## config.mk

```make
export PLATFORM = sky130hd
export DESIGN_NAME = div_unit
export DESIGN_NICKNAME = d
export VERILOG_FILES = /design/src/hw/div_pkg.sv /design/src/hw/div_issue.sv /design/src/hw/div_radix4_core.sv /design/src/hw/div_result_sel.sv /design/src/hw/div_unit.sv
export SDC_FILE = /design/constraint.sdc
export NUM_CORES = 1
export LEC_CHECK = 0
export BUFFER_PORTS_ARGS = -buffer_cell sky130_fd_sc_hd__buf_2
export CORE_ASPECT_RATIO = 0.75
export CORE_MARGIN = 1
export CORE_UTILIZATION = 60
export CTS_CLUSTER_SIZE = 25
export DETAILED_ROUTE_END_ITERATION = 8
export GPL_TIMING_DRIVEN = 0
export HOLD_SLACK_MARGIN = 0.02
export PLACE_DENSITY = 0.78
export REMOVE_ABC_BUFFERS = 1
export SLEW_MARGIN = 20
export SYNTH_ARGS = -nofsm -noshare
export SYNTH_HDL_FRONTEND = slang
export SYNTH_HIERARCHICAL = 1
export SYNTH_SLANG_ARGS = --single-unit
```

## constraint.sdc

```tcl
create_clock -name clk -period 8.5 [get_ports clk]
set_input_delay 0.425 -clock clk [delete_from_list [all_inputs] [get_ports clk]]
set_output_delay 0.425 -clock clk [all_outputs]
set_load 0.005 [all_outputs]
```

## src/hw/div_pkg.sv

```systemverilog
/*
 * Divide unit package.
 * Operand width, RISC-V divide operation codes and the structs
 * passed between the issue block, the radix-4 core and the
 * result block.
 */
package div_pkg;

    localparam int XLEN      = 32;
    localparam int DIV_STEPS = XLEN / 2; // Two quotient bits per step.

    // Encoding follows the low two bits of the RISC-V funct3 field.
    typedef enum logic [1:0] {
        DIV  = 2'b00,
        DIVU = 2'b01,
        REM  = 2'b10,
        REMU = 2'b11
    } div_op_t;

    // Request as seen at the unit boundary.
    typedef struct packed {
        div_op_t          op;
        logic [XLEN-1:0]  dividend;
        logic [XLEN-1:0]  divisor;
    } div_req_t;

    // Operand magnitudes handed to the unsigned core.
    typedef struct packed {
        logic [XLEN-1:0]  dividend;
        logic [XLEN-1:0]  divisor;
    } div_core_req_t;

    // Unsigned core result.
    typedef struct packed {
        logic [XLEN-1:0]  quotient;
        logic [XLEN-1:0]  remainder;
        logic             divisor_is_zero;
    } div_core_rsp_t;

    // Sign and selection fixups recorded when a request is accepted.
    typedef struct packed {
        logic is_rem;
        logic negate_quotient;
        logic negate_remainder;
    } div_fix_t;

endpackage

```

## src/hw/div_issue.sv

```systemverilog
/*
 * Divide issue block.
 * Takes one request at a time, records the sign and selection
 * fixups, converts signed operands to magnitudes and starts the
 * unsigned core. Ready stays low until the core reports done.
 */
`timescale 1ns/10ps

module div_issue import div_pkg::*; (
    input  logic          clk,
    input  logic          rst,
    input  div_req_t      req,
    input  logic          req_valid,
    input  logic          core_done,
    output logic          ready,
    output logic          core_start,
    output div_core_req_t core_req,
    output div_fix_t      fix
);

    logic busy;
    logic accept;
    logic is_signed;
    logic dividend_neg;
    logic divisor_neg;

    assign accept    = req_valid & ~busy;
    assign is_signed = (req.op == DIV) || (req.op == REM);

    // Operand signs only count for the signed operations.
    assign dividend_neg = is_signed & req.dividend[XLEN-1];
    assign divisor_neg  = is_signed & req.divisor[XLEN-1];

    assign ready = ~busy;

    // One division in flight at most.
    always_ff @(posedge clk) begin
        if (rst) begin
            busy <= 1'b0;
        end else if (accept) begin
            busy <= 1'b1;
        end else if (core_done) begin
            busy <= 1'b0;
        end
    end

    always_ff @(posedge clk) begin
        if (rst) begin
            core_start <= 1'b0;
        end else begin
            core_start <= accept; // Single cycle, one after acceptance.
        end
    end

    // Magnitudes and fixups, held until the next acceptance.
    always_ff @(posedge clk) begin
        if (accept) begin
            core_req.dividend    <= dividend_neg ? -req.dividend : req.dividend;
            core_req.divisor     <= divisor_neg ? -req.divisor : req.divisor;
            fix.is_rem           <= (req.op == REM) || (req.op == REMU);
            fix.negate_quotient  <= dividend_neg ^ divisor_neg;
            fix.negate_remainder <= dividend_neg; // Remainder takes the dividend's sign.
        end
    end

    // The core must have finished before a new start reaches it.
    core_start_not_at_done: assert property (
        @(posedge clk) disable iff (rst)
        core_start |-> !core_done
    );

endmodule

```

## src/hw/div_radix4_core.sv

```systemverilog
/*
 * Unsigned radix-4 restoring divider.
 * Retires two quotient bits per cycle by trying 1x, 2x and 3x the
 * divisor in parallel. Ends at once when the divisor exceeds the
 * dividend. Start is a one-cycle level, done a one-cycle pulse.
 */
`timescale 1ns/10ps

module div_radix4_core import div_pkg::*; (
    input  logic          clk,
    input  logic          rst,
    input  logic          start,
    input  div_core_req_t req,
    output logic          done,
    output div_core_rsp_t rsp
);

    logic                 terminate;       // High while no division is running.
    logic                 terminate_early;
    logic [DIV_STEPS-1:0] shift_count;

    logic [XLEN+1:0]      pr;              // Partial remainder, two guard bits.
    logic [XLEN-1:0]      quotient;
    logic                 divisor_is_zero;

    logic [XLEN+1:0]      b_1;
    logic [XLEN+1:0]      b_2;
    logic [XLEN+1:0]      b_3;
    logic [XLEN+2:0]      new_pr_1;
    logic [XLEN+2:0]      new_pr_2;
    logic [XLEN+2:0]      new_pr_3;
    logic [2:0]           new_pr_sign;

    // Trial subtractions, the top bit is the borrow.
    assign new_pr_1 = {1'b0, pr} - {1'b0, b_1};
    assign new_pr_2 = {1'b0, pr} - {1'b0, b_2};
    assign new_pr_3 = {1'b0, pr} - {1'b0, b_3};
    assign new_pr_sign = {new_pr_3[XLEN+2], new_pr_2[XLEN+2], new_pr_1[XLEN+2]};

    assign terminate_early = req.divisor > req.dividend;

    // Step counter, one bit walks through per iteration.
    always_ff @(posedge clk) begin
        if (rst) begin
            shift_count <= '0;
        end else begin
            shift_count <= {shift_count[DIV_STEPS-2:0], start & ~terminate_early};
        end
    end

    always_ff @(posedge clk) begin
        if (start) begin
            if (terminate_early) begin
                pr       <= {req.dividend, 2'b00}; // Remainder is the dividend.
                quotient <= '0;
            end else begin
                pr       <= {{XLEN{1'b0}}, req.dividend[XLEN-1:XLEN-2]};
                quotient <= {req.dividend[XLEN-3:0], 2'b00};
            end
            b_1 <= {2'b00, req.divisor};
            b_2 <= {1'b0, req.divisor, 1'b0};
            b_3 <= {1'b0, req.divisor, 1'b0} + {2'b00, req.divisor};
        end else if (~terminate) begin
            // Quotient register also holds the unused dividend bits.
            case (new_pr_sign)
                3'b111: begin // Digit 0.
                    pr       <= {pr[XLEN-1:0], quotient[XLEN-1:XLEN-2]};
                    quotient <= {quotient[XLEN-3:0], 2'b00};
                end
                3'b110: begin // Digit 1.
                    pr       <= {new_pr_1[XLEN-1:0], quotient[XLEN-1:XLEN-2]};
                    quotient <= {quotient[XLEN-3:0], 2'b01};
                end
                3'b100: begin // Digit 2.
                    pr       <= {new_pr_2[XLEN-1:0], quotient[XLEN-1:XLEN-2]};
                    quotient <= {quotient[XLEN-3:0], 2'b10};
                end
                default: begin // Digit 3, no borrow at all.
                    pr       <= {new_pr_3[XLEN-1:0], quotient[XLEN-1:XLEN-2]};
                    quotient <= {quotient[XLEN-3:0], 2'b11};
                end
            endcase
        end
    end

    /*
     * A zero divisor never borrows, so every digit is 3. The only
     * nonzero divisor that does the same is 1, which is odd.
     */
    always_ff @(posedge clk) begin
        if (start) begin
            divisor_is_zero <= ~req.divisor[0] & ~terminate_early;
        end else if (~terminate) begin
            divisor_is_zero <= divisor_is_zero & ~(|new_pr_sign);
        end
    end

    always_ff @(posedge clk) begin
        if (rst) begin
            terminate <= 1'b1;
        end else if (start) begin
            terminate <= terminate_early;
        end else if (shift_count[DIV_STEPS-1]) begin
            terminate <= 1'b1; // Last step retires this cycle.
        end
    end

    always_ff @(posedge clk) begin
        if (rst) begin
            done <= 1'b0;
        end else begin
            done <= (~start & shift_count[DIV_STEPS-1]) | (start & terminate_early);
        end
    end

    assign rsp.quotient        = quotient;
    assign rsp.remainder       = pr[XLEN+1:2];
    assign rsp.divisor_is_zero = divisor_is_zero;

    done_single_cycle: assert property (
        @(posedge clk) disable iff (rst)
        done |=> !done
    );

    // A new start must wait until the previous division has ended.
    start_only_when_idle: assert property (
        @(posedge clk) disable iff (rst)
        start |-> terminate
    );

endmodule

```

## src/hw/div_result_sel.sv

```systemverilog
/*
 * Divide result block.
 * Restores the operand signs on the core's magnitudes, keeps the
 * all-ones quotient for division by zero, picks quotient or
 * remainder and registers it with the result pulse.
 */
`timescale 1ns/10ps

module div_result_sel import div_pkg::*; (
    input  logic            clk,
    input  logic            rst,
    input  logic            core_done,
    input  div_core_rsp_t   core_rsp,
    input  div_fix_t        fix,
    output logic [XLEN-1:0] result,
    output logic            result_valid
);

    logic            negate_quotient;
    logic [XLEN-1:0] quotient_signed;
    logic [XLEN-1:0] remainder_signed;

    // Quotient of a zero divisor stays -1 whatever the dividend sign.
    assign negate_quotient = fix.negate_quotient & ~core_rsp.divisor_is_zero;

    assign quotient_signed = negate_quotient ? -core_rsp.quotient : core_rsp.quotient;

    // For a zero divisor this gives back the original dividend.
    assign remainder_signed = fix.negate_remainder ? -core_rsp.remainder
                                                   : core_rsp.remainder;

    /*
     * Overflow of the most negative value by -1 falls out of the
     * magnitude path: 2^31 / 1 with equal signs reads as the dividend.
     */
    always_ff @(posedge clk) begin
        if (core_done) begin
            result <= fix.is_rem ? remainder_signed : quotient_signed;
        end
    end

    always_ff @(posedge clk) begin
        if (rst) begin
            result_valid <= 1'b0;
        end else begin
            result_valid <= core_done; // One cycle after the core.
        end
    end

endmodule

```

## src/hw/div_unit.sv

```systemverilog
/*
 * 32-bit integer divide unit for DIV, DIVU, REM and REMU.
 * Issue block, unsigned radix-4 core and result block in a row.
 * One request in flight, results come out in order as pulses.
 */
`timescale 1ns/10ps

module div_unit import div_pkg::*; (
    input  logic            clk,
    input  logic            rst,
    input  div_req_t        req,
    input  logic            req_valid,
    output logic            ready,
    output logic [XLEN-1:0] result,
    output logic            result_valid
);

    logic          core_start;
    logic          core_done;
    div_core_req_t core_req;
    div_core_rsp_t core_rsp;
    div_fix_t      fix;

    div_issue issue0 (
        .clk        (clk),
        .rst        (rst),
        .req        (req),
        .req_valid  (req_valid),
        .core_done  (core_done),
        .ready      (ready),
        .core_start (core_start),
        .core_req   (core_req),
        .fix        (fix)
    );

    div_radix4_core core0 (
        .clk   (clk),
        .rst   (rst),
        .start (core_start),
        .req   (core_req),
        .done  (core_done),
        .rsp   (core_rsp)
    );

    div_result_sel result0 (
        .clk          (clk),
        .rst          (rst),
        .core_done    (core_done),
        .core_rsp     (core_rsp),
        .fix          (fix),
        .result       (result),
        .result_valid (result_valid)
    );

endmodule

```

==> impl_metrics.sql <==
INSERT INTO impl_metrics (metric_group, metric, value, unit) VALUES
('setup_path', 'critical_path.endpoint_type', 'register', ''),
('detailed_routing', 'vias_per_cell', '6.491', ''),
('floorplan', 'design.die.area', '34380', 'um^2'),
('cells_and_area', 'layout_cell_share_with_drive_strength_beyond_1', '0.09411', ''),
('status', 'run_status', 'complete, no violations', ''),
('pwr', 'power.total', '5880', 'uW'),
('place', 'replace_congestion', '0.9527', ''),
('setup_path', 'worst-path-max-fanout', '13', ''),
('worst_hold_path', 'hold-path-cell-count', '1', ''),
('global_route', 'antenna_violations_before_repair', '1', ''),
('clock_tree', 'clkSlewWorstSetupHoldPaths', '0.06', 'ns'),
('cells_and_area', 'antenna-diode-count', '0', ''),
('pwr', 'peakVddDrop', '0.1481', 'mV'),
('yosys', 'synth_largest_type_area_fraction', '0.3437', ''),
('worst_hold_path', 'worstHoldEndpoint', 'issue0/core_req[32]$_DFFE_PP_', ''),
('yosys', 'synth.area.top_cells', 'sky130_fd_sc_hd__edfxtp_1 (34%), sky130_fd_sc_hd__ha_1 (10%), sky130_fd_sc_hd__xnor2_1 (5.0%), sky130_fd_sc_hd__xor2_1 (4.3%), sky130_fd_sc_hd__a21oi_1 (4.1%)', ''),
('yosys', 'synth.area.mux_share', '0.01600', ''),
('cells_and_area', 'share_of_the_core_filled_with_cells', '0.6640', ''),
('detailed_routing', 'vias', '17080', ''),
('timing', 'post-route-min-period', '5.360', 'ns'),
('place', 'io_buffer_count', '102', ''),
('yosys', 'synth-edff-count', '231', ''),
('setup_path', 'data_arrival_critical_path', '5.66', 'ns'),
('yosys', 'synth_top_family_by_area', 'compound AO/OA/AOI/OAI gates', ''),
('cells_and_area', 'multiInputGateArea', '11710', 'um^2'),
('clock_tree', 'cts_setup_buffers', '0', ''),
('floorplan', 'die_width', '213.8', 'um'),
('yosys', 'synth-xor-area-share', '0.09330', ''),
('setup_path', 'regToRegStartpoint', 'core0/pr[19]$_DFFE_PP_', ''),
('timing', 'clock-skew-final', '0.01990', 'ns'),
('place', 'detailedPlacementHpwl', '45.41', 'mm'),
('clock_tree', 'cts_buffers', '26', ''),
('floorplan', 'area_of_the_core', '32740', 'um^2'),
('yosys', 'post_synth_instance_area', '20180', 'um^2'),
('worst_hold_path', 'worst_hold_startpoint', 'req[32]', ''),
('detailed_routing', 'initialDrtViolationCount', '2295', ''),
('worst_hold_path', 'hold_class', 'in -> reg', ''),
('yosys', 'post_synth.cell_area_avg', '9.444', 'um^2'),
('floorplan', 'ioPinCount', '103', ''),
('detailed_routing', 'drt_pass1_iterations', '6', ''),
('yosys', 'synth-compound-area-share', '0.2247', ''),
('global_route', 'grt_first_pass_wirelength', '88.94', 'mm'),
('pwr', 'power_dens_cells', '270.5', 'nW/um^2'),
('timing', 'unrepaired_setup_endpoints_after_global_routing', 'false', ''),
('timing', 'slew_violations', '0', ''),
('place', 'placedCellCount', '2584', ''),
('yosys', 'yosysSeqAreaShare', '0.3645', ''),
('cells_and_area', 'syn2layout_area_growth', '7.706', '%'),
('clock_tree', 'tritoncts', 'done', ''),
('floorplan', 'floorplan.rows', '57', ''),
('yosys', 'synth-warning-count', '6', ''),
('clock_tree', 'clk-insertion-delay-late', '0.58', 'ns'),
('clock_tree', 'postCtsHoldBufs', '1', ''),
('global_route', 'global_route.overflow_total', '0', ''),
('global_route', 'vias_in_the_first_global_route', '15720', ''),
('cells_and_area', 'final_cells', '2631', ''),
('timing', 'hold_viol', '0', ''),
('floorplan', 'start_util', '0.6165', ''),
('clock_tree', 'clock_tree.htree_level_count', '1', ''),
('setup_path', 'worst-r2r-cell-count', '10', ''),
('yosys', 'yosys.area_share.adder', '0.1069', ''),
('clock_tree', 'cts.sink_count', '252', ''),
('pwr', 'total_leakage_power', '0.008744', 'uW'),
('yosys', 'synth_ff_type', 'sky130_fd_sc_hd__edfxtp_1', ''),
('setup_path', 'r2r_slack', '3.14', 'ns'),
('detailed_routing', 'drtAntennaViolNets', '0', ''),
('cells_and_area', 'finish.net_count', '2411', ''),
('detailed_routing', 'drcViolationCount', '0', ''),
('setup_path', 'cp.required', '8.80', 'ns'),
('yosys', 'synthesis_stage_register_bit_count', '252', ''),
('flow_run', 'cap_viol_max_count', '0', '');
[cells in the mapped netlist (8+ instances only)]
library cell                number
sky130_fd_sc_hd__a211o_1         8
sky130_fd_sc_hd__a211oi_1       18
sky130_fd_sc_hd__a21o_1         74
sky130_fd_sc_hd__a21oi_1       166
sky130_fd_sc_hd__a221oi_1       12
sky130_fd_sc_hd__a31oi_1        22
sky130_fd_sc_hd__and2_1         11
sky130_fd_sc_hd__and3_1         14
sky130_fd_sc_hd__buf_2          12
sky130_fd_sc_hd__buf_4          37
sky130_fd_sc_hd__clkbuf_1       44
sky130_fd_sc_hd__dfxtp_1        21
sky130_fd_sc_hd__edfxtp_1      231
sky130_fd_sc_hd__ha_1          166
sky130_fd_sc_hd__inv_1         149
sky130_fd_sc_hd__mux2i_1        30
sky130_fd_sc_hd__nand2_1       156
sky130_fd_sc_hd__nand2b_1       31
sky130_fd_sc_hd__nand3_1        33
sky130_fd_sc_hd__nand4_1        23
sky130_fd_sc_hd__nor2_1        128
sky130_fd_sc_hd__nor2b_1        29
sky130_fd_sc_hd__nor3_1         29
sky130_fd_sc_hd__nor4_1         20
sky130_fd_sc_hd__o211ai_1       12
sky130_fd_sc_hd__o21a_1         24
sky130_fd_sc_hd__o21ai_0       111
sky130_fd_sc_hd__o21ai_1        18
sky130_fd_sc_hd__o21bai_1       13
sky130_fd_sc_hd__o22ai_1        19
sky130_fd_sc_hd__o2bb2ai_1      33
sky130_fd_sc_hd__o31a_1         12
sky130_fd_sc_hd__o31ai_1        43
sky130_fd_sc_hd__or2_2           9
sky130_fd_sc_hd__or3_1          17
sky130_fd_sc_hd__or4_1          16
sky130_fd_sc_hd__xnor2_1       115
sky130_fd_sc_hd__xor2_1        100
[power by group]
part / switching, uW / total, uW / leakage [uW] / internal (uW)
Sequential: 259 / 1840 / 0.00233 / 1580
Combinational: 1760 / 2890 / 0.00601 / 1130
Clock: 499 / 1160 / 0.000402 / 658
Total: 2520 / 5880 / 0.00874 / 3360
[state kept, by name, indices dropped and copies added, names as in the netlist]
name and cells:
issue0/core_req 64, issue0/fix 3, core0/b_3 34, core0/quotient 32
core0/b_2 31, issue0/busy 1, core0/pr 34, core0/terminate 1
result0/result 32, issue0/core_start 1, core0/shift_count 16, result0/result_valid 1
core0/done 1, core0/divisor_is_zero 1
[cell usage in the layout (no fill, tap or decap), types with 19 or more instances in the layout]
cell / instances
sky130_fd_sc_hd__a21o_1: 74
sky130_fd_sc_hd__a21oi_1: 166
sky130_fd_sc_hd__a31oi_1: 22
sky130_fd_sc_hd__buf_2: 102
sky130_fd_sc_hd__clkbuf_16: 26
sky130_fd_sc_hd__dfxtp_1: 19
sky130_fd_sc_hd__edfxtp_1: 231
sky130_fd_sc_hd__ha_1: 166
sky130_fd_sc_hd__inv_1: 149
sky130_fd_sc_hd__mux2i_1: 30
sky130_fd_sc_hd__nand2_1: 155
sky130_fd_sc_hd__nand2b_1: 31
sky130_fd_sc_hd__nand3_1: 33
sky130_fd_sc_hd__nand4_1: 23
sky130_fd_sc_hd__nor2_1: 128
sky130_fd_sc_hd__nor2b_1: 26
sky130_fd_sc_hd__nor3_1: 29
sky130_fd_sc_hd__nor4_1: 20
sky130_fd_sc_hd__o21a_1: 24
sky130_fd_sc_hd__o21ai_0: 111
sky130_fd_sc_hd__o22ai_1: 19
sky130_fd_sc_hd__o2bb2ai_1: 33
sky130_fd_sc_hd__o31ai_1: 43
sky130_fd_sc_hd__xnor2_1: 115
sky130_fd_sc_hd__xor2_1: 100
[area by class of cell]
type | instances | area share
Clock buffer | 32 | 0.03097
Clock inverter | 13 | 0.008058
Tap cell | 442 | 0.02544
Sequential cell | 252 | 0.3387
Inverter | 150 | 0.02596
Timing Repair Buffer | 112 | 0.03223
Multi-Input combinational cell | 1630 | 0.5387
[cells by family (layout without fill, tap and decap cells)]
group,count (synthesis),after routing
AOI/OAI and AO/OA,661,661
and+or+nand+nor,552,552
buffers and inverters,255,307
DFF,252,252
xor gates and xnor gates,215,215
adders and majority gates,170,170
muxes,32,32
[how the worst max path moves through the flow]
stage                                 start                               to  slack [ns]
2_1_floorplan  issue0/core_start$_SDFF_PP0_  core0/divisor_is_zero$_DFFE_PP_        1.45
3_3_place_gp   issue0/core_start$_SDFF_PP0_           core0/pr[32]$_DFFE_PP_       -1.12
3_5_place_dp         core0/pr[19]$_DFFE_PP_            core0/pr[8]$_DFFE_PP_        3.36
4_1_cts              core0/pr[17]$_DFFE_PP_            core0/pr[8]$_DFFE_PP_        3.31
5_1_grt              core0/pr[17]$_DFFE_PP_           core0/pr[28]$_DFFE_PP_        3.06
6_report             core0/pr[19]$_DFFE_PP_            core0/pr[8]$_DFFE_PP_        3.14
[per-layer routing]
layer  track usage  up-vias  part of all wire
met1        0.5264     8035              0.45
met3       0.06961      101              0.12
li1              -     7992                 -
met5             0        -                 0
met4       0.08247        0             0.025
met2        0.4799      949              0.40
[worst max-delay path: stages (launching register included)]
cell and delay [ns]:
sky130_fd_sc_hd__edfxtp_1 0.58, sky130_fd_sc_hd__ha_1 0.47, sky130_fd_sc_hd__and3_1 0.25, sky130_fd_sc_hd__and2_1 0.24, sky130_fd_sc_hd__nand4_1 0.20, sky130_fd_sc_hd__a31oi_1 0.39, sky130_fd_sc_hd__nor2_1 0.22, sky130_fd_sc_hd__o31ai_2 0.82
sky130_fd_sc_hd__nand2_1 0.82, sky130_fd_sc_hd__a311oi_1 0.89, sky130_fd_sc_hd__o31ai_1 0.18
[per-stage QoR]
stage	worst slack (ns)	area, um^2	hold slack (ns)
floorplan	1.448	19600	0.4138
global placement	-1.115	20670	0.4154
detailed placement	3.363	20860	0.4249
CTS	3.310	21720	0.05517
global route	3.057	21740	0.07206
finish	3.140	21740	0.07148
Power figures use the tool's default switching activity.
